===== src/rtl/core_pkg.sv =====
package core_pkg;

  localparam int xlen    = 32;
  localparam int imem_aw = 8;
  localparam int dmem_aw = 8;

  // addi x0, x0, 0
  localparam logic [31:0] nop_instr = 32'h0000_0013;

  // rv32i major opcodes
  localparam logic [6:0] op_lui    = 7'b0110111;
  localparam logic [6:0] op_imm    = 7'b0010011;
  localparam logic [6:0] op_reg    = 7'b0110011;
  localparam logic [6:0] op_load   = 7'b0000011;
  localparam logic [6:0] op_store  = 7'b0100011;
  localparam logic [6:0] op_branch = 7'b1100011;

  typedef enum logic [2:0] {
    alu_add,
    alu_sub,
    alu_and,
    alu_or,
    alu_xor,
    alu_slt,
    alu_passb
  } alu_op_e;

  ////////////////////
  // pipeline registers
  ////////////////////

  typedef struct packed {
    logic [xlen-1:0] pc;
    logic [31:0]     instr;
    logic            valid;
  } if_id_t;

  typedef struct packed {
    logic [xlen-1:0] pc;
    logic [xlen-1:0] rs1_val;
    logic [xlen-1:0] rs2_val;
    logic [4:0]      rs1;
    logic [4:0]      rs2;
    logic [4:0]      rd;
    logic [xlen-1:0] imm;
    alu_op_e         alu_op;
    logic            alu_src_imm;
    logic            mem_read;
    logic            mem_write;
    logic            reg_write;
    logic            branch;
    logic            branch_ne;
    logic            valid;
  } id_ex_t;

  typedef struct packed {
    logic [xlen-1:0] alu_res;
    logic [xlen-1:0] store_data;
    logic [4:0]      rd;
    logic            mem_read;
    logic            mem_write;
    logic            reg_write;
    logic            valid;
  } ex_mem_t;

  // also the regfile write port
  typedef struct packed {
    logic            we;
    logic [4:0]      rd;
    logic [xlen-1:0] data;
  } wb_t;

  ////////////////////
  // wishbone classic
  ////////////////////

  typedef struct packed {
    logic               cyc;
    logic               stb;
    logic               we;
    logic [dmem_aw-1:0] adr;
    logic [xlen-1:0]    dat;
  } wb_req_t;

  typedef struct packed {
    logic            ack;
    logic [xlen-1:0] dat;
  } wb_rsp_t;

endpackage


===== src/rtl/execute_stage.sv =====
`timescale 1ns/1ps

module execute_stage
  import core_pkg::*;
(
  input  id_ex_t          id_ex,
  input  ex_mem_t         ex_mem_q,
  input  wb_t             mem_wb_q,
  output ex_mem_t         ex_mem_d,
  output logic            branch_taken,
  output logic [xlen-1:0] branch_target
);

  logic [xlen-1:0] op_a;
  logic [xlen-1:0] rs2_fwd;
  logic [xlen-1:0] op_b;
  logic [xlen-1:0] result;
  logic            rs_equal;

  // EX/MEM is newer than MEM/WB, load data is not ready in EX/MEM
  function automatic logic [xlen-1:0] forward(logic [4:0] idx, logic [xlen-1:0] reg_val);
    logic [xlen-1:0] val;
    val = reg_val;
    if (idx != 5'd0) begin
      if (ex_mem_q.valid && ex_mem_q.reg_write && !ex_mem_q.mem_read &&
          ex_mem_q.rd == idx) begin
        val = ex_mem_q.alu_res;
      end else if (mem_wb_q.we && mem_wb_q.rd == idx) begin
        val = mem_wb_q.data;
      end
    end
    return val;
  endfunction

  always_comb begin
    op_a    = forward(id_ex.rs1, id_ex.rs1_val);
    rs2_fwd = forward(id_ex.rs2, id_ex.rs2_val);
    op_b    = id_ex.alu_src_imm ? id_ex.imm : rs2_fwd;
  end

  ////////////////////
  // alu
  ////////////////////

  always_comb begin
    case (id_ex.alu_op)
      alu_add: result = op_a + op_b;
      alu_sub: result = op_a - op_b;
      alu_and: result = op_a & op_b;
      alu_or:  result = op_a | op_b;
      alu_xor: result = op_a ^ op_b;
      alu_slt: result = {{(xlen-1){1'b0}}, $signed(op_a) < $signed(op_b)};
      default: result = op_b;
    endcase
  end

  // beq and bne resolve here
  assign rs_equal      = (op_a == rs2_fwd);
  assign branch_taken  = id_ex.valid && id_ex.branch && (id_ex.branch_ne ? !rs_equal : rs_equal);
  assign branch_target = id_ex.pc + id_ex.imm;

  always_comb begin
    ex_mem_d.alu_res    = result;
    ex_mem_d.store_data = rs2_fwd;
    ex_mem_d.rd         = id_ex.rd;
    ex_mem_d.mem_read   = id_ex.mem_read;
    ex_mem_d.mem_write  = id_ex.mem_write;
    ex_mem_d.reg_write  = id_ex.reg_write;
    ex_mem_d.valid      = id_ex.valid;
  end

endmodule


===== config.mk =====
export PLATFORM = sky130hd
export DESIGN_NAME = execute_stage
export DESIGN_NICKNAME = d
export VERILOG_FILES = /design/src/rtl/core_pkg.sv /design/src/rtl/execute_stage.sv
export SDC_FILE = /design/constraint.sdc
export NUM_CORES = 1
export LEC_CHECK = 0
export BUFFER_PORTS_ARGS = -buffer_cell sky130_fd_sc_hd__buf_2
export CORE_AREA = 2 2 156 158
export DETAILED_ROUTE_END_ITERATION = 8
export DIE_AREA = 0 0 158 160
export PLACE_DENSITY_LB_ADDON = 0.2
export SLEW_MARGIN = 10
export SYNTH_ARGS = -nofsm -noshare
export SYNTH_HDL_FRONTEND = slang
export SYNTH_SLANG_ARGS = --single-unit

===== constraint.sdc =====
create_clock -name vclk -period 19.2
set_input_delay 2.88 -clock vclk [all_inputs]
set_output_delay 2.88 -clock vclk [all_outputs]
set_load 0.01 [all_outputs]

# == After elaboration in Yosys (flattened, before gate mapping) ==
# Cells that the tools add are included.
# classes
addsub,3
order_cmp,1
eq_ne,10
n_mux,9
bitwise,3
n_reduce_logical,13
# ops
op,count
32-bit two-way mux,7
32-bit case mux with 6 select lines,1
32-bit adder,2
32-bit AND,1
32-bit equality test,1
32-bit < comparator,1
32-bit bitwise OR,1
32-bit subtractor,1
32-bit XOR,1
5-bit equality test,4
5-bit nonzero test,2
1-bit logical AND,8
3-bit by 2-bit equality test with 1-bit output (second input constant),2
3-bit equality test (second input constant),2
3-bit by 1-bit equality test with 1-bit output (second input constant),1
3-bit zero test,1
1-bit zero test,2
1-bit two-way mux,1
# totals
regBits,0
inputBits,264
output_inout_bits,106

# == Logic depth before layout (Yosys ltp) ==
# Gate-level depths: netlist of the first run.
# logic_depth
ltp_word,9
ltp_mapped,24

# == Least setup slack after synthesis of the first run ==
# Ideal clock, no wire load.
# synth_path
path_kind,input to output
from,in id_ex[48] in the netlist's numbering
to,out ex_mem_d[65] in the netlist's numbering
t_arrival_ps,7452
slack_ps,8868
path_stages,22
path_buffers,2
cell_sequence,or4_1 nor2_2 or3_1 nand2_1 clkbuf_1 o22ai_1 nor2_1 a21oi_1 inv_1 ha_1 clkbuf_1 inv_1 a2111o_1 and3_1 a22o_1 a211oi_1 nor2_1 a2111oi_0 nor2_1 nor2b_1 a41o_1 a2bb2oi_1
# synth_lines
element,line_no,rtl
"start, declared",execute_stage.sv:6,"input id_ex_t id_ex,"
"end, declared",execute_stage.sv:9,"output ex_mem_t ex_mem_d,"

==> results of run 1 <==
-- synth_stat cells (all sizes together), types with 19 or more instances --
cell type and n:
a21oi 166, nor2 161, inv 137, ha 134
o21ai 117, xnor2 90, clkbuf 89, nand2 62
a22oi 59, o22ai 36, a21o 35, o22a 35
nor3 23, a31oi 22, buf 19, nor2b 19
o2bb2ai 19
-- cell families after synthesis --
logic type | synth area share
and+or+nand+nor | 0.1809
AOI/OAI and AO/OA | 0.4308
xor gates and xnor gates | 0.09936
muxes | 0.003214
buffers and inverters | 0.1020
adders and majority gates | 0.1837
-- power groups by stage --
| stage | clock [µW] | combinational (µW) | sequential [µW] |
|---|---|---|---|
| after floorplan | 0 | 275 | 0 |
| after global placement | 0 | 400 | 0 |
| after detailed placement | 0 | 403 | 0 |
| after CTS | 0 | 406 | 0 |
| after global routing | 0.0000907 | 452 | 0 |
| final | 0.000119 | 412 | 0 |
-- metal layers --
| metal | track usage | wire length [µm] | vias to the layer above |
|---|---|---|---|
| met5 | 0 | 55 | - |
| met4 | 0.07985 | 1124 | 8 |
| met3 | 0.05834 | 3669 | 72 |
| met2 | 0.5053 | 18990 | 562 |
| met1 | 0.4412 | 18190 | 5622 |
| li1 | - | - | 5788 |
-- how the worst max path moves through the flow --
stage	start	end	slack (ps)
floorplan	id_ex[48]	ex_mem_d[65]	8870
global placement	id_ex[48]	ex_mem_d[41]	6900
detailed placement	id_ex[48]	ex_mem_d[41]	6750
CTS	id_ex[48]	ex_mem_d[41]	6740
global route	id_ex[48]	ex_mem_d[41]	6180
finish	id_ex[48]	ex_mem_d[41]	6610
-- layout make-up --
class | instances | area (µm²)
antenna | 17 | 42.54
fill | 2631 | 12720
inverter | 137 | 514.2
multi-input combinational | 1219 | 8401
tap | 324 | 405.4
timing repair buffer | 338 | 1734
-- critical path, cell delays in order --
cell	delay, ps
buf_2	130
or4_1	550
nor2_2	100
buf_4	400
or3_1	210
nand2_1	240
buf_4	330
o22ai_1	330
nor2_1	70
a21oi_1	460
inv_1	160
ha_1	470
inv_1	170
a21o_1	210
a21oi_1	130
o41ai_1	90
a22o_1	260
a211oi_1	470
nor2_1	170
a2111oi_0	730
nor2_1	280
a31oi_1	290
nor3_1	80
a21oi_1	300
buf_2	200
-- through the flow --
step           area (µm²)  instances  worst slack [ps]    util
4_1_cts             11050       2018              6743  0.4641
5_1_grt             11090       2031              6176  0.4654
3_3_place_gp        11050       2018              6899  0.4641
2_1_floorplan        9344       1464              8868       -
6_report            11100       2035              6606  0.4659
3_5_place_dp        11050       2018              6748  0.4641
==> impl_metrics.toml, run 1 <==
[run_status]
status = "completed"

[hold_path]
worstHoldStart = "id_ex[4]"
holdPathStages = 0
whs_endpoint = "ex_mem_d[2]"
worstHoldPathType = "in -> out"

[worst_setup_path]
path_class = "in -> out"
crit_path_start_kind = "primary input"
worstPathRequired_ps = 16320
cp-end-kind = "output port"
arrival_ps = 9710
path_max_fanout = 36

[logic_synthesis]
avgSynthCellArea_um2 = 6.382
yosysSeqAreaShare = 0
synthesis.area_um2 = 9344
syn_nets = 1864
synth.distinct_cells = 79
yosysTopAreaCell = "ha_1"
ys_warn_count = 0
synth_top_cells_by_area = "ha_1 (18%), a21oi_1 (8.9%), xnor2_1 (8.4%)"
synthCells = 1464
synth_top_area_frac = 0.1794

[pwr]
p_comb_frac = 1.000
switching_share = 0.6030
p_leak_uw = 0.005368
p_sw_uw = 248.3
power_frac_seq = 0
ir_worst_vdd_mv = 0.01730
p_int_uw = 163.5
total_power_uw = 411.8
power_frac_clock = 0
p_per_area_nw_per_um2 = 37.11

[sta]
tns_ps = 0
finalHoldViolCount = 0
slew_headroom = 0.3770
final.min_clock_period_ps = 12590
rsz0062_at_grt = "false"
slew_viol_final = 0
timing.fmax_mhz = 79.40
tightest_slew_ps = 932.3
finalSetupViolCount = 0
period_share = 0.6560
whs_ps = 5760

[place]
dp_hpwl_um = 34060
place.port_buffers = 321
gp_congestion = 0.9838

[floorplan]
ios = 370
die_h_um = 160
rows = 57
die_width_um = 158
core_um2 = 23820
fp.dieArea_um2 = 25280
start_util = 0.3923

[clock_tree]
cts-resized-gates = 0
cts_setup_buffers = 0
cts_hold_buf = 0

[drt]
wire_per_inst_um = 20.65
drc = 0
ant_nets = 0
drt_first_pass_iters = 6
vias = 12050
wl_um = 42030
vias_per_cell = 5.922
drt-initial-drc-count = 1070

[grt]
grt_pass1_vias = 11270
grt_max_degree = 76
grt_use_total = 0.3179
grt_pass1_wl_um = 64050
grt-ovfl-total = 0
antenna_found_initial = 21

[finish]
seq_cell_count = 0
nClkBuffers = 0
final_common_cell = "buf_2"
final_cell_mix = "buf_2 (321), a21oi_1 (166), nor2_1 (158)"
final_nets = 2096
layout-drive-gt1-share = 0.2113
seqCellArea_um2 = 0
area.growth.synth_to_final_pct = 18.76

[flow_run]
cap_violations = 0
No activity file was read; power rests on OpenSTA's default activity.
==> run 2, diff against run 1 <==
--- a/config.mk
+++ b/config.mk
@@ -5,10 +5,11 @@
 export SDC_FILE = /design/constraint.sdc
 export NUM_CORES = 1
 export LEC_CHECK = 0
+export ABC_AREA = 1
 export BUFFER_PORTS_ARGS = -buffer_cell sky130_fd_sc_hd__buf_2
-export CORE_AREA = 2 2 156 158
+export CORE_AREA = 2 2 160 162
 export DETAILED_ROUTE_END_ITERATION = 8
-export DIE_AREA = 0 0 158 160
+export DIE_AREA = 0 0 162 164
 export PLACE_DENSITY_LB_ADDON = 0.2
 export SLEW_MARGIN = 10
 export SYNTH_ARGS = -nofsm -noshare
==> constraint.sdc (replaced) <==
create_clock -name vclk -period 11.2
set_input_delay 1.68 -clock vclk [all_inputs]
set_output_delay 1.68 -clock vclk [all_outputs]
set_load 0.01 [all_outputs]
==> run 2 against run 1 <==
Compared with the run above:
- sequential share of layout area unchanged
- final cell count increased by 19%
- area after synthesis increased by 4.6%
- synthesized cell count increased by 25%
- power increased by 70%
- count of clock-buffer cells in the layout unchanged
- core utilization about the same
- die area increased by 5.1%
- global-route usage increased by 1.6 points
- largest power group unchanged
==> impl_metrics.toml, run 2 <==
[grt]
grt_use_total = 0.3338
antenna_found_initial = 19
grt-ovfl-total = 0
use_met2 = 0.5598
met1_usage = 0.4446
grt_max_degree = 55
grt_use_met3 = 0.06540
grt_pass1_vias = 12350
grt-busiest-layer = "met2"
grt_pass1_wl_um = 69670

[place]
dpl.cell_count = 2406
dp_hpwl_um = 39120
place.port_buffers = 321
gp_congestion = 0.9949

[pwr]
p_per_area_nw_per_um2 = 60.72
total_power_uw = 701.6
p_leak_uw = 0.006380
ir_worst_vdd_mv = 0.03589

[hold_path]
worstHoldPathType = "in -> out"

[drt]
drc = 0
wl_um = 46370
vias_per_cell = 5.516
ant_nets = 0
drt_first_pass_iters = 6
drt-initial-drc-count = 1331
wire_per_inst_um = 19.16
vias = 13350

[sta]
finalSetupViolCount = 0
timing.fmax_mhz = 109.2
whs_ps = 3360
rsz0062_at_grt = "false"
final.min_clock_period_ps = 9154
period_share = 0.8173
tns_ps = 0
finalHoldViolCount = 0
slew_headroom = 0.3610
tightest_slew_ps = 955.0
slew_viol_final = 0

[floorplan]
core_um2 = 24820
die_width_um = 162
start_util = 0.3938
fp.dieArea_um2 = 26570
die_h_um = 164
rows = 58
ios = 370

[worst_setup_path]
cp_top_family = "compound AO/OA/AOI/OAI gates"
crit_path_start_kind = "primary input"
path_max_fanout = 29
arrival_ps = 7470
cp-end-kind = "output port"
cp_slowest_cell = "nand2_2"
path_class = "in -> out"
slowest_delay_ps = 630
worstPathRequired_ps = 9520
crit_buf_inv = 7

[logic_synthesis]
syn_nets = 2227
synth.distinct_cells = 51
avgSynthCellArea_um2 = 5.349
ys_warn_count = 0
synth_top_area_frac = 0.1716
yosysMostFrequentCell = "nand2_1"
muxShareOfSynthArea = 0
synth_top_cells_by_area = "ha_1 (17%), nand2_1 (14%), inv_1 (11%)"
synthSimpleGateAreaFrac = 0.3242
synthXorXnorAreaFrac = 0.05198
synthAdderAreaFrac = 0.1756
synthCells = 1827
yosysTopAreaCell = "ha_1"
yosysSeqAreaShare = 0
synth_top_family_by_area = "simple AND/OR/NAND/NOR gates"
synthesis.area_um2 = 9773
synth-compound-area-share = 0.2946
synthTopCellsByCount = "nand2_1 (356), inv_1 (281), a21oi_1 (198), o21ai_0 (170), nor2_1 (144)"

[finish]
seq_cell_count = 0
final_common_cell = "nand2_1"
area.growth.synth_to_final_pct = 18.23
instances_no_fill = 2420
final_cell_mix = "nand2_1 (356), buf_2 (321), inv_1 (281)"
nClkBuffers = 0
seqCellArea_um2 = 0
layout-drive-gt1-share = 0.1898
final_nets = 2478

[run_status]
status = "completed"

[clock_tree]
cts-resized-gates = 0
cts_hold_buf = 0
cts_setup_buffers = 0

[flow_run]
cap_violations = 0
## run 2: cell count changes in the layout (fill, tap and decap cells not counted), moves of 21 or more
cell     delta
nand2_1   +294
a21oi_1    +32
o22a_1     -34
a21o_1     -32
nand4_1    +21
nand3_1   +100
xnor2_1    -69
o21ai_0    +54
nand2_2    +23
xor2_1     +21
inv_1     +145
a22oi_1    -59
o21ai_1    +31
## run 2: where the power goes
group | switching, µW | internal, µW
logic | 461 | 240
registers | 0 | 0
clock network | 0 | 0.000165
total | 461 | 240
## run 2: path summary, 6_finish.rpt
check	from	to	depth (start not counted)
worst max-delay path	mem_wb_q[32]	ex_mem_d[63]	29
worst min-delay path	id_ex[42]	ex_mem_d[4]	0
## run 2: cells by family after synthesis
| kind of cell | Yosys count |
|---|---|
| buffers and inverters | 381 |
| and+or+nand+nor | 732 |
| xor gates and xnor gates | 58 |
| AOI/OAI and AO/OA | 520 |
| adders and majority gates | 136 |
## run 2: area by class of cell
| class | instances | area (µm²) |
|---|---|---|
| Fill cell | 2847 | 13260 |
| Multi-Input combinational cell | 1446 | 8277 |
| Timing Repair Buffer | 338 | 1734 |
| Inverter | 292 | 1096 |
| Tap cell | 330 | 412.9 |
| Antenna cell | 14 | 35.03 |
## run 2: stage by stage
step | util | area (µm²) | setup slack, ps
detailed placement | 0.4642 | 11520 | 2295
floorplan | - | 9773 | 4336
CTS | 0.4642 | 11520 | 2281
global route | 0.4652 | 11540 | 1696
finish | 0.4656 | 11550 | 2046
global placement | 0.4642 | 11520 | 2333
## run 2: layer usage
| metal | wire [µm] | share of wire |
|---|---|---|
| met1 | 19770 | 0.43 |
| met2 | 21330 | 0.46 |
| met3 | 4357 | 0.094 |
| met4 | 844 | 0.018 |
| met5 | 68 | 0.0015 |
