<file path="src/rtl/core_pkg.sv">
package core_pkg;

  localparam int xlen    = 32;
  localparam int imem_aw = 8;
  localparam int dmem_aw = 8;

  // addi x0, x0, 0
  localparam logic [31:0] nop_instr = 32'h0000_0013;

  // rv32i major opcodes
  localparam logic [6:0] op_lui    = 7'b0110111;
  localparam logic [6:0] op_imm    = 7'b0010011;
  localparam logic [6:0] op_reg    = 7'b0110011;
  localparam logic [6:0] op_load   = 7'b0000011;
  localparam logic [6:0] op_store  = 7'b0100011;
  localparam logic [6:0] op_branch = 7'b1100011;

  typedef enum logic [2:0] {
    alu_add,
    alu_sub,
    alu_and,
    alu_or,
    alu_xor,
    alu_slt,
    alu_passb
  } alu_op_e;

  ////////////////////
  // pipeline registers
  ////////////////////

  typedef struct packed {
    logic [xlen-1:0] pc;
    logic [31:0]     instr;
    logic            valid;
  } if_id_t;

  typedef struct packed {
    logic [xlen-1:0] pc;
    logic [xlen-1:0] rs1_val;
    logic [xlen-1:0] rs2_val;
    logic [4:0]      rs1;
    logic [4:0]      rs2;
    logic [4:0]      rd;
    logic [xlen-1:0] imm;
    alu_op_e         alu_op;
    logic            alu_src_imm;
    logic            mem_read;
    logic            mem_write;
    logic            reg_write;
    logic            branch;
    logic            branch_ne;
    logic            valid;
  } id_ex_t;

  typedef struct packed {
    logic [xlen-1:0] alu_res;
    logic [xlen-1:0] store_data;
    logic [4:0]      rd;
    logic            mem_read;
    logic            mem_write;
    logic            reg_write;
    logic            valid;
  } ex_mem_t;

  // also the regfile write port
  typedef struct packed {
    logic            we;
    logic [4:0]      rd;
    logic [xlen-1:0] data;
  } wb_t;

  ////////////////////
  // wishbone classic
  ////////////////////

  typedef struct packed {
    logic               cyc;
    logic               stb;
    logic               we;
    logic [dmem_aw-1:0] adr;
    logic [xlen-1:0]    dat;
  } wb_req_t;

  typedef struct packed {
    logic            ack;
    logic [xlen-1:0] dat;
  } wb_rsp_t;

endpackage

</file>
<file path="src/rtl/memory_stage.sv">
`timescale 1ns/1ps

module memory_stage
  import core_pkg::*;
(
  input  logic    clk,
  input  logic    arst_n,
  input  ex_mem_t ex_mem,
  output wb_req_t wb_req,
  input  wb_rsp_t wb_rsp,
  output logic    mem_hold,
  output wb_t     mem_wb_d
);

  logic is_mem;
  logic done;

  assign is_mem = ex_mem.valid && (ex_mem.mem_read || ex_mem.mem_write);

  // high for the cycle after ack, so stb drops once per access
  always_ff @(posedge clk or negedge arst_n) begin
    if (!arst_n) begin
      done <= 1'b0;
    end else begin
      done <= wb_rsp.ack;
    end
  end

  // request comes straight from the held EX/MEM register
  always_comb begin
    wb_req.cyc = is_mem && !done;
    wb_req.stb = is_mem && !done;
    wb_req.we  = ex_mem.mem_write;
    wb_req.adr = ex_mem.alu_res[dmem_aw+1:2];
    wb_req.dat = ex_mem.store_data;
  end

  assign mem_hold = is_mem && !wb_rsp.ack;

  // writeback select
  always_comb begin
    mem_wb_d.we   = ex_mem.valid && ex_mem.reg_write;
    mem_wb_d.rd   = ex_mem.rd;
    mem_wb_d.data = ex_mem.mem_read ? wb_rsp.dat : ex_mem.alu_res;
  end

  a_stb_until_ack: assert property (
    @(posedge clk) disable iff (!arst_n)
    $fell(wb_req.stb) |-> $past(wb_rsp.ack)
  ) else $error("wishbone stb dropped before ack");

endmodule

</file>
<file path="config.mk">
export PLATFORM = sky130hd
export DESIGN_NAME = memory_stage
export DESIGN_NICKNAME = d
export VERILOG_FILES = /design/src/rtl/core_pkg.sv /design/src/rtl/memory_stage.sv
export SDC_FILE = /design/constraint.sdc
export NUM_CORES = 1
export LEC_CHECK = 0
export ABC_CLOCK_PERIOD_IN_PS = 1280
export CORE_AREA = 4 4 71 73
export CTS_CLUSTER_SIZE = 12
export DETAILED_ROUTE_END_ITERATION = 16
export DIE_AREA = 0 0 75 77
export DONT_BUFFER_PORTS = 1
export PLACE_DENSITY = 0.37
export SYNTH_ARGS = -nofsm -noshare
export SYNTH_HDL_FRONTEND = slang
export SYNTH_SLANG_ARGS = --single-unit
</file>
<file path="constraint.sdc">
create_clock -name clk -period 1.28 [get_ports clk]
set_input_delay 0.256 -clock clk [delete_from_list [all_inputs] [get_ports clk]]
set_output_delay 0.256 -clock clk [all_outputs]
set_load 0.05 [all_outputs]
</file>
# --- Word-level counts from Yosys, hierarchy flattened ---
# Cells that the tools add are included.
word_totals:
  ff_bits: 1
  input_bits: 108
  output_inout_bits: 82
  elab_cells: 9
classes:
  muxes: 1
  n_reduce_logical: 7
op_table:
  columns: ["cell", "n"]
  rows:
  - ["2-to-1 mux 32 bit", 1]
  - ["logical AND 1 bit", 4]
  - ["zero test 1 bit", 2]
  - ["logical OR 1 bit", 1]

# --- Depth between registers and ports, before layout ---
# Gate-level depths: netlist of run 1.
depth:
  ltp_word: 3
  mapped_depth: 5
  ltp_nobuf: 2

# --- Worst setup path after synthesis of run 1 ---
# Ideal clock, no wire load.
synth_path:
  kind: "input -> output"
  from: "input port ex_mem[3] in the netlist's numbering"
  to: "output port wb_req[42] in the netlist's numbering"
  arrival_ns: 1.646
  t_required_ns: 1.024
  slack_ns: -0.622
  path_stages: 5
  n_path_buf: 3
  path_cell_list: "buf_6 > buf_12 > o21ai_0 > nor2_1 > buf_4"
synth_rtl:
  columns: ["element", "line", "source"]
  rows:
  - ["start: declaration", "memory_stage.sv:8", "input ex_mem_t ex_mem,"]
  - ["end: declaration", "memory_stage.sv:9", "output wb_req_t wb_req,"]

# --- Worst setup path after layout of run 1 ---
layout_path:
  from: "input port ex_mem[3] in the netlist's numbering"
  to: "output port mem_wb_d[31] in the netlist's numbering"
layout_via:
  elab_chain_cells: 1
layout_lines:
  columns: ["element", "line", "source"]
  rows:
  - ["2-to-1 mux 32 bit", "memory_stage.sv:44", "mem_wb_d.data = ex_mem.mem_read ? wb_rsp.dat : ex_mem.alu_res;"]
  - ["end: declaration", "memory_stage.sv:12", "output wb_t mem_wb_d"]
# Every way passes these cells.

==> results by group, run 1 <==
Drt
  – Drc violations: 0
  – Post-route ant nets: 0
  – WL final: 2.18 mm
  – Drt pass-1 iters: 2
  – Drt wl/cell: roughly 23 um
  – Total number of vias: between 400 and 500
  – 1st-iter DRT viols: 7
  – Vias per Instance: between 4 and 5

Clocking
  – PostCTS Resize Cnt: 0
  – Worst-path clk slew: 0 ns

STA
  – Worst slew margin: between 80 and 90%
  – Final setup vio count: 0
  – Crit path time final: around 0.95 ns
  – Worst slew pin tran: between 0.2 and 0.3 ns
  – Setup TNS: 0 ns
  – Final hold vios: 0
  – Unrepaired setup endpoints after global routing: false
  – Fin. max-slew vios: 0
  – Fmax: between 1000 and 1500 MHz
  – Tcrit/Tclk final: 74.3%

Global routing
  – Overflow after GRT: 0
  – First-pass GRT wire length: approximately 2.8 mm
  – Largest net degree at the start of global routing: 34
  – GRT Util Overall: between 5 and 6%
  – Vias in the first global route: slightly below 500
  – Antenna violations before repair: 0

Synthesis
  – Gate Count Post-Synth: 88
  – Mapped Nets: about 200
  – Mapped Area: between 900 and 1000 um2
  – Syn. warnings: 0
  – Register area share after synthesis: under 10%
  – Synth unique cells: 9
  – Flops & latches, synth: 1
  – Syn avg cell area: ~11 um2

Worst setup path
  – CP Data Required Time: slightly above 1 ns
  – Critical setup path kind: input pin to output pin
  – Startpoint types: input pin
  – Worst Setup End Kind: output pin
  – Crit-path cells: mux2_2
  – Worst path slowest cell: mux2_2
  – CP Max Fanout: 33
  – Largest stage delay, worst path: roughly 0.44 ns
  – CP top delay family: multiplexers
  – CP arrival: roughly 0.70 ns
  – CP bufs+invs: 0

Cells and area
  – Max reg flops: 1
  – Most common cell after layout, fill and taps aside: mux2_4
  – Layout Nets: 151
  – Area grow syn2layout: -31.2%
  – Final instance area: around 640 um2
  – Final non-filler cell total: 93
  – ANT cells: 0
  – Largest registers: done: 1 flops
  – Final core utilization: 14.8%
  – Layout cells sized above 1: between 90% and 100%
  – Most frequent cells in the layout: mux2_4, mux2_2, buf_4
  – Reg with most FFs: done

Floorplan
  – Die Footprint: 5780 um2
  – Rows: 24
  – Core footprint: ~4400 um2
  – Die width: 75 um
  – Num ports: 190
  – Die Ht: between 70 and 80 um
  – Starting Density: a little over a fifth

Worst hold path
  – Hold Crit Class: input pin to register
  – Hold path depth: 0
  – Startpoint of the worst hold path: wb_rsp[32]
  – Hold worst-path end: done$_DFF_PN0_

Placed design
  – Placed insts: 92
  – Dpl cell area: about 630 um2
  – Gp weighted congestion: 0.599
  – PortBufs: 0

Run
  – MaxCap Viol Count: 0

Power and ir drop
  – Power Density: slightly above 800 nW/um2
  – P_leak: roughly 0.00029 uW
  – Total power: between 500 and 600 uW
  – Max VDD drop: about 210 uV

Outcome
  – Status: finished clean
through the flow:
step	worst slack [ns]	hold WS, ns
3_5_place_dp	0.326	-0.0396
6_report	0.328	0.287
4_1_cts	0.326	0.288
5_1_grt	0.318	0.287
2_1_floorplan	-0.0538	-0.0396
3_3_place_gp	0.325	-0.0396
worst max path at each step:
stage,startpoint,depth (start not counted),slack (ns),endpoint
5_1_grt,done$_DFF_PN0_,2,0.32,wb_req[41]
6_report,ex_mem[3],1,0.33,mem_wb_d[31]
3_3_place_gp,ex_mem[3],1,0.32,mem_wb_d[31]
4_1_cts,ex_mem[3],1,0.33,mem_wb_d[31]
2_1_floorplan,ex_mem[3],5,-0.05,wb_req[42]
3_5_place_dp,ex_mem[3],1,0.33,mem_wb_d[31]
cells in the mapped netlist (all sizes together):
cell type  instances  area [um2]
nor2               2        7.51
dfrtp              1        25.0
buf               51         424
o21ai              1        5.00
mux2              32         469
and2               1        6.26
final cells by class:
type / count / area [um2]
multi-input combinational: 36 / 509
fill: 471 / 3710
sequential: 1 / 25.0
tap: 52 / 65.1
timing repair buffer: 4 / 45.0
kinds of logic after synthesis:
family                 after synthesis  synth area share (%)
AND/OR/NAND/NOR                      3                  1.47
flip-flops                           1                  2.67
AO/OA/AOI/OAI                        1                 0.534
buffers and inverters               51                  45.3
multiplexers                        32                  50.1
metal layers:
metal / GRT usage (%) / vias to the layer above / share of wire [%]
met5: 0 / - / 0
met4: 3.38 / 0 / 4.5
met3: 1.70 / 16 / 19
met2: 10.9 / 78 / 52
met1: 4.97 / 193 / 24
li1: - / 152 / -
power breakdown:
| group | switching, uW | internal (uW) |
|---|---|---|
| clock network | 0 | 0 |
| logic | 346 | 146 |
| registers | 1.46 | 33.8 |
repair_timing:
item	in CTS	in global routing
buffers inserted	0	0
endpoints found under the hold margin	1	0
hold buffers	1	0
(Power assumes the default switching activity.)
==> inputs of run 2 (changes only) <==
Settings changed: ABC_AREA from default to 1, ABC_CLOCK_PERIOD_IN_PS 1280 to 800, CORE_AREA 4 4 71 73 to 4 4 72 74, DIE_AREA 0 0 75 77 to 0 0 76 78, PLACE_DENSITY 0.37 to 0.39.
Clock period 1.28 ns to 0.8 ns, I/O delays scaled along.
==> run 2 against run 1 <==
  * Power grew to 2.9 times the previous value
  * Critical path depth grew 1
  * Largest power group unchanged
  * Sequential power grew 59%
  * The flow now finishes with violations (negative setup slack)
  * Sequential share of layout area shrank 2.4 points
  * Via count grew 100%
  * Combinational power grew to 3.0 times the previous value
  * Critical path type is now register to output pin
  * Sequential cell count is the same
  * Utilization grew 21 points
==> results by group, run 2 <==
Drt
  – Drt wl/cell: 14.9 um
  – Drt pass-1 iters: 4
  – Drc violations: 0
  – Post-route ant nets: 0
  – 1st-iter DRT viols: 16
  – Vias per Instance: 4.56
  – Total number of vias: 880
  – WL final: 2.87 mm

Cells and area
  – Final core utilization: 36.0%
  – Area of the multi-input gates: approximately 720 um2
  – Most common cell after layout, fill and taps aside: buf_12
  – Fill cell count: roughly 470
  – ANT cells: 0
  – Reg with most FFs: done
  – Largest registers: done: 1 flops
  – Area grow syn2layout: 66.9%
  – Layout cells sized above 1: a little under three fifths
  – Max reg flops: 1
  – Layout Nets: around 250
  – Most frequent cells in the layout: buf_12, inv_1, o21ai_4
  – Register area: 25.0 um2

Floorplan
  – Core footprint: between 4000 and 5000 um2
  – Starting Density: around 22%
  – Num ports: 190
  – Die width: 76 um
  – Die Ht: 78 um
  – Die Footprint: roughly 5900 um2
  – Rows: 25

Worst setup path
  – Startpoint types: register
  – CP Data Required Time: 0.64 ns
  – Largest stage delay, worst path: between 0.3 and 0.4 ns
  – CP endpoint: wb_req[42]
  – Crit-path cells: nor3_4 > buf_12
  – Worst path slowest cell: dfrtp_1
  – Crit path from: done$_DFF_PN0_
  – CP Max Fanout: 2
  – Critical setup path kind: register to output pin
  – CP arrival: 0.73 ns
  – Worst Setup End Kind: output pin

STA
  – Tcrit/Tclk final: 111%
  – Fmax: between 1000 and 1500 MHz
  – Final hold vios: 0
  – Worst slew margin: 88.1%
  – Hold slack: between 0.15 and 0.2 ns
  – Final setup vio count: 2
  – Unrepaired setup endpoints after global routing: true
  – Fin. max-slew vios: 0
  – Worst slew pin tran: between 0.15 and 0.2 ns
  – Crit path time final: around 0.89 ns
  – Final worst slack: -0.0888 ns

Placed design
  – Gp weighted congestion: 0.646
  – Post-DP HPWL: roughly 2.6 mm
  – PortBufs: 0
  – Post-Place Setup Slack: -0.167 ns

Worst hold path
  – Hold Crit Class: input pin to register
  – Hold path depth: 0

Global routing
  – Vias in the first global route: 922
  – GRT Util Overall: about 8.5%
  – Overflow after GRT: 0
  – Largest net degree at the start of global routing: 66
  – First-pass GRT wire length: approximately 4.5 mm
  – Antenna violations before repair: 0

Outcome
  – Status: finished, violations left
  – Failing checks: negative setup slack

Synthesis
  – Synth top area cells: buf_4, o21ai_2, inv_1
  – Most frequent cells after synthesis: buf_4, inv_1, nand2_1
  – Flops & latches, synth: 1
  – EDFF count, synth: 0
  – Register area share after synthesis: about 2.5%
  – Mapped Area: ~1000 um2
  – FFs w/ async S/R, synth: 100%
  – Synth unique cells: 10
  – Cell taking the most area after synthesis: buf_4
  – Top_reg_cell synth: dfrtp_1
  – Gate Count Post-Synth: 157
  – Syn. warnings: 0
  – Mapped Nets: 265
  – Syn avg cell area: 6.31 um2
  – Cell with the most instances after synthesis: buf_4
  – Synth top area share: between 30% and 40%

Clocking
  – PostCTS Resize Cnt: 0
  – Worst-path clk slew: 0 ns
  – Post-CTS setup buffers: 0

Power and ir drop
  – Total power: ~1500 uW
  – P_leak: about 0.00074 uW
  – Power Density: 933 nW/um2
  – Max VDD drop: roughly 350 uV

Run
  – MaxCap Viol Count: 0
-- run 2: cell types whose count changed after synthesis, moves of 2 or more --
cell,before,now
nor3_1,0,2
buf_6,1,3
mux2_2,3,0
mux2_4,29,0
o21ai_2,0,27
o21ai_0,1,5
inv_1,0,34
buf_8,0,3
buf_12,3,0
nand2_1,0,33
-- run 2: kinds of logic after synthesis --
kind of cell	after synthesis	share of synthesized area (%)
buffers and inverters	88	57.2
and+or+nand+nor	36	13.9
AOI/OAI and AO/OA	32	26.4
DFF	1	2.52
-- run 2: metrics by stage --
stage | instance area (um2) | std cells | setup TNS [ns]
floorplan | 1360 | 157 | -3.85
global placement | 1640 | 192 | -0.286
detailed placement | 1640 | 192 | -0.335
CTS | 1650 | 193 | -0.193
global route | 1650 | 193 | -0.241
finish | 1650 | 193 | -0.177
-- run 2: metal layers --
layer / routed length, um / vias to the layer above / share of wire [%] / global-route usage [%]
li1: - / 382 / - / -
met1: 769 / 402 / 27 / 7.95
met2: 1610 / 90 / 56 / 17.0
met3: 466 / 6 / 16 / 4.06
met4: 23 / 0 / 0.80 / 0.534
met5: 0 / - / 0 / 0
-- run 2: power breakdown --
| group | switching (uW) | internal [uW] | leakage (uW) |
|---|---|---|---|
| registers | 2.05 | 54.1 | 0.0000117 |
| clock network | 0 | 0 | 0 |
| logic | 801 | 686 | 0.000732 |
-- run 2: worst max-delay path: cells and delay by family (launching register included) --
family                 cells  cell delay, ns
buffers and inverters      1            0.20
AND/OR/NAND/NOR            1            0.16
flip-flops                 1            0.37
-- run 2: layout make-up --
class / count / share of cell area [%]
multi-input cells: 68 / 43.7
repair buffers: 36 / 43.0
inverters: 34 / 7.72
well taps: 54 / 4.08
flip-flops and latches: 1 / 1.51
-- run 2: repair_timing --
| action | CTS | global route |
|---|---|---|
| pin swaps | 1 | 1 |
| hold buffers | 1 | 0 |
| endpoints found under the hold margin | 1 | 0 |
| endpoints found under the setup margin | 2 | 3 |
-- run 2: worst min-delay path by stage --
| stage | startpoint | end | slack (ns) |
|---|---|---|---|
| final | wb_rsp[32] | done$_DFF_PN0_ | 0.19 |
| after global routing | wb_rsp[32] | done$_DFF_PN0_ | 0.19 |
| after CTS | wb_rsp[32] | done$_DFF_PN0_ | 0.19 |
| after detailed placement | arst_n | done$_DFF_PN0_ | -0.14 |
| after global placement | arst_n | done$_DFF_PN0_ | -0.14 |
| after floorplan | arst_n | done$_DFF_PN0_ | -0.14 |
==> inputs of run 3 (changes only) <==
--- a/config.mk
+++ b/config.mk
@@ -8,10 +8,10 @@
 export ABC_AREA = 1
 export ABC_CLOCK_PERIOD_IN_PS = 800
-export CORE_AREA = 4 4 72 74
+export CORE_AREA = 2 2 74 76
 export CTS_CLUSTER_SIZE = 12
 export DETAILED_ROUTE_END_ITERATION = 16
 export DIE_AREA = 0 0 76 78
 export DONT_BUFFER_PORTS = 1
-export PLACE_DENSITY = 0.39
+export PLACE_DENSITY = 0.36
 export SYNTH_ARGS = -nofsm -noshare
 export SYNTH_HDL_FRONTEND = slang
==> constraint.sdc (replaced) <==
create_clock -name clk -period 0.8 [get_ports clk]
set_input_delay 0.16 -clock clk [delete_from_list [all_inputs] [get_ports clk]]
set_output_delay 0.16 -clock clk [all_outputs]
set_load 0.01 [all_outputs]
==> run 3 against run 2 <==
  * The run now ends clean
  * Sequential cell count did not move
  * Hold slack barely moved
  * Via count fell by 22%
==> results by group, run 3 (synthesized netlist as in run 2, its figures left out) <==
Cells and area
  – Layout cells sized above 1: 28.6%
  – ANT cells: 0
  – Area of the multi-input gates: between 400 and 500 um2
  – Fill cell count: between 500 and 600
  – Reg with most FFs: done
  – Max reg flops: 1
  – Area grow syn2layout: -32.3%
  – Final instance area: roughly 670 um2
  – Most common cell after layout, fill and taps aside: inv_1
  – Most frequent cells in the layout: inv_1, nand2_1, o21ai_2
  – Final core utilization: about an eighth
  – Layout Nets: around 220
  – Register area: between 20 and 30 um2
  – Largest registers: done: 1 flops

Worst setup path
  – CP bufs+invs: 0
  – CP Data Required Time: 0.64 ns
  – Largest stage delay, worst path: roughly 0.37 ns
  – Startpoint types: register
  – Crit-path cells: nor3_4
  – CP top delay family: flip-flops
  – Crit path from: done$_DFF_PN0_
  – CP arrival: roughly 0.6 ns
  – CP endpoint: wb_req[42]
  – Worst path slowest cell: dfrtp_1
  – Crit path depth: 1
  – Critical setup path kind: register to output pin
  – CP Max Fanout: 2
  – Worst Setup End Kind: output pin

Worst hold path
  – Hold Crit Class: input pin to register

Floorplan
  – Die width: approximately 76 um
  – Starting Density: about a fifth
  – Die Ht: between 70 and 80 um
  – Die Footprint: roughly 6000 um2
  – Num ports: 190
  – Core footprint: 5040 um2
  – Rows: 26

Power and ir drop
  – Max VDD drop: around 280 uV
  – P_leak: 0.000364 uW
  – Total power: 348 uW
  – Power Density: between 500 and 600 nW/um2

STA
  – Final hold vios: 0
  – Fmax: approximately 1300 MHz
  – Tcrit/Tclk final: a little over nine tenths
  – Crit path time final: ~0.77 ns
  – Unrepaired setup endpoints after global routing: true
  – Worst slew pin tran: approximately 0.35 ns
  – Worst slew margin: 76.2%
  – Setup TNS: 0 ns
  – Final setup vio count: 0
  – Final worst slack: 0.0299 ns
  – Fin. max-slew vios: 0

Drt
  – Met3 wire len: around 280 um
  – Total number of vias: a little under 700
  – 1st-iter DRT viols: 11
  – Met1 Wirelength: between 600 and 700 um
  – Drc violations: 0
  – Met2 wire len: 880 um
  – WL final: approximately 1.9 mm
  – Drt pass-1 iters: 2
  – Vias per Instance: 3.92
  – Uppermost layer routed: met4
  – Post-route ant nets: 0
  – Drt wl/cell: 10.8 um

Global routing
  – Overflow after GRT: 0
  – Antenna violations before repair: 0
  – Vias in the first global route: 506
  – GRT Util Overall: under 10%
  – Largest net degree at the start of global routing: 66
  – First-pass GRT wire length: 2.52 mm

Placed design
  – Dpl cell area: between 600 and 700 um2
  – PortBufs: 0
  – Post-Place Setup Slack: -0.0326 ns
  – Gp weighted congestion: slightly below 0.6
  – Post-DP HPWL: around 1.6 mm

Clocking
  – Post-CTS setup buffers: 0
  – Worst-path clk slew: 0 ns

Outcome
  – Status: finished clean

Run
  – MaxCap Viol Count: 0
## run 3: where the power goes
part | switching, uW | leakage [uW] | total (uW) | internal [uW]
Combinational | 186 | 0.000352 | 292 | 106
Clock | 0 | 0 | 0 | 0
Sequential | 1.89 | 0.0000117 | 56.0 | 54.1
## run 3: stage by stage
step	hold slack (ns)	instances
2_1_floorplan	-0.136	157
3_3_place_gp	-0.136	175
4_1_cts	0.192	176
5_1_grt	0.192	175
6_report	0.192	175
3_5_place_dp	-0.136	175
## run 3: what timing repair did
item	CTS	global route
gates cloned	0	0
hold buffers	1	0
endpoints found under the hold margin	1	0
pin swaps	1	0
gates resized for setup	0	1
setup endpoints to repair	2	2
## run 3: worst min-delay path by stage
stage	from	to	slack, ns	cells past startpoint
2_1_floorplan	arst_n	done$_DFF_PN0_	-0.14	0
3_3_place_gp	arst_n	done$_DFF_PN0_	-0.14	0
3_5_place_dp	arst_n	done$_DFF_PN0_	-0.14	0
4_1_cts	wb_rsp[32]	done$_DFF_PN0_	0.19	0
5_1_grt	wb_rsp[32]	done$_DFF_PN0_	0.19	0
6_report	wb_rsp[32]	done$_DFF_PN0_	0.19	0
## run 3: area by class of cell
class | instances | share of cell area [%]
multi-input cells | 68 | 61.6
repair buffers | 2 | 2.61
flip-flops and latches | 1 | 3.73
inverters | 34 | 19.0
well taps | 70 | 13.1
## run 3: per-layer routing
| metal | track usage [%] | vias to the layer above |
|---|---|---|
| li1 | - | 328 |
| met1 | 4.86 | 266 |
| met2 | 8.39 | 78 |
| met3 | 1.98 | 14 |
| met4 | 3.64 | 0 |
| met5 | 0 | - |
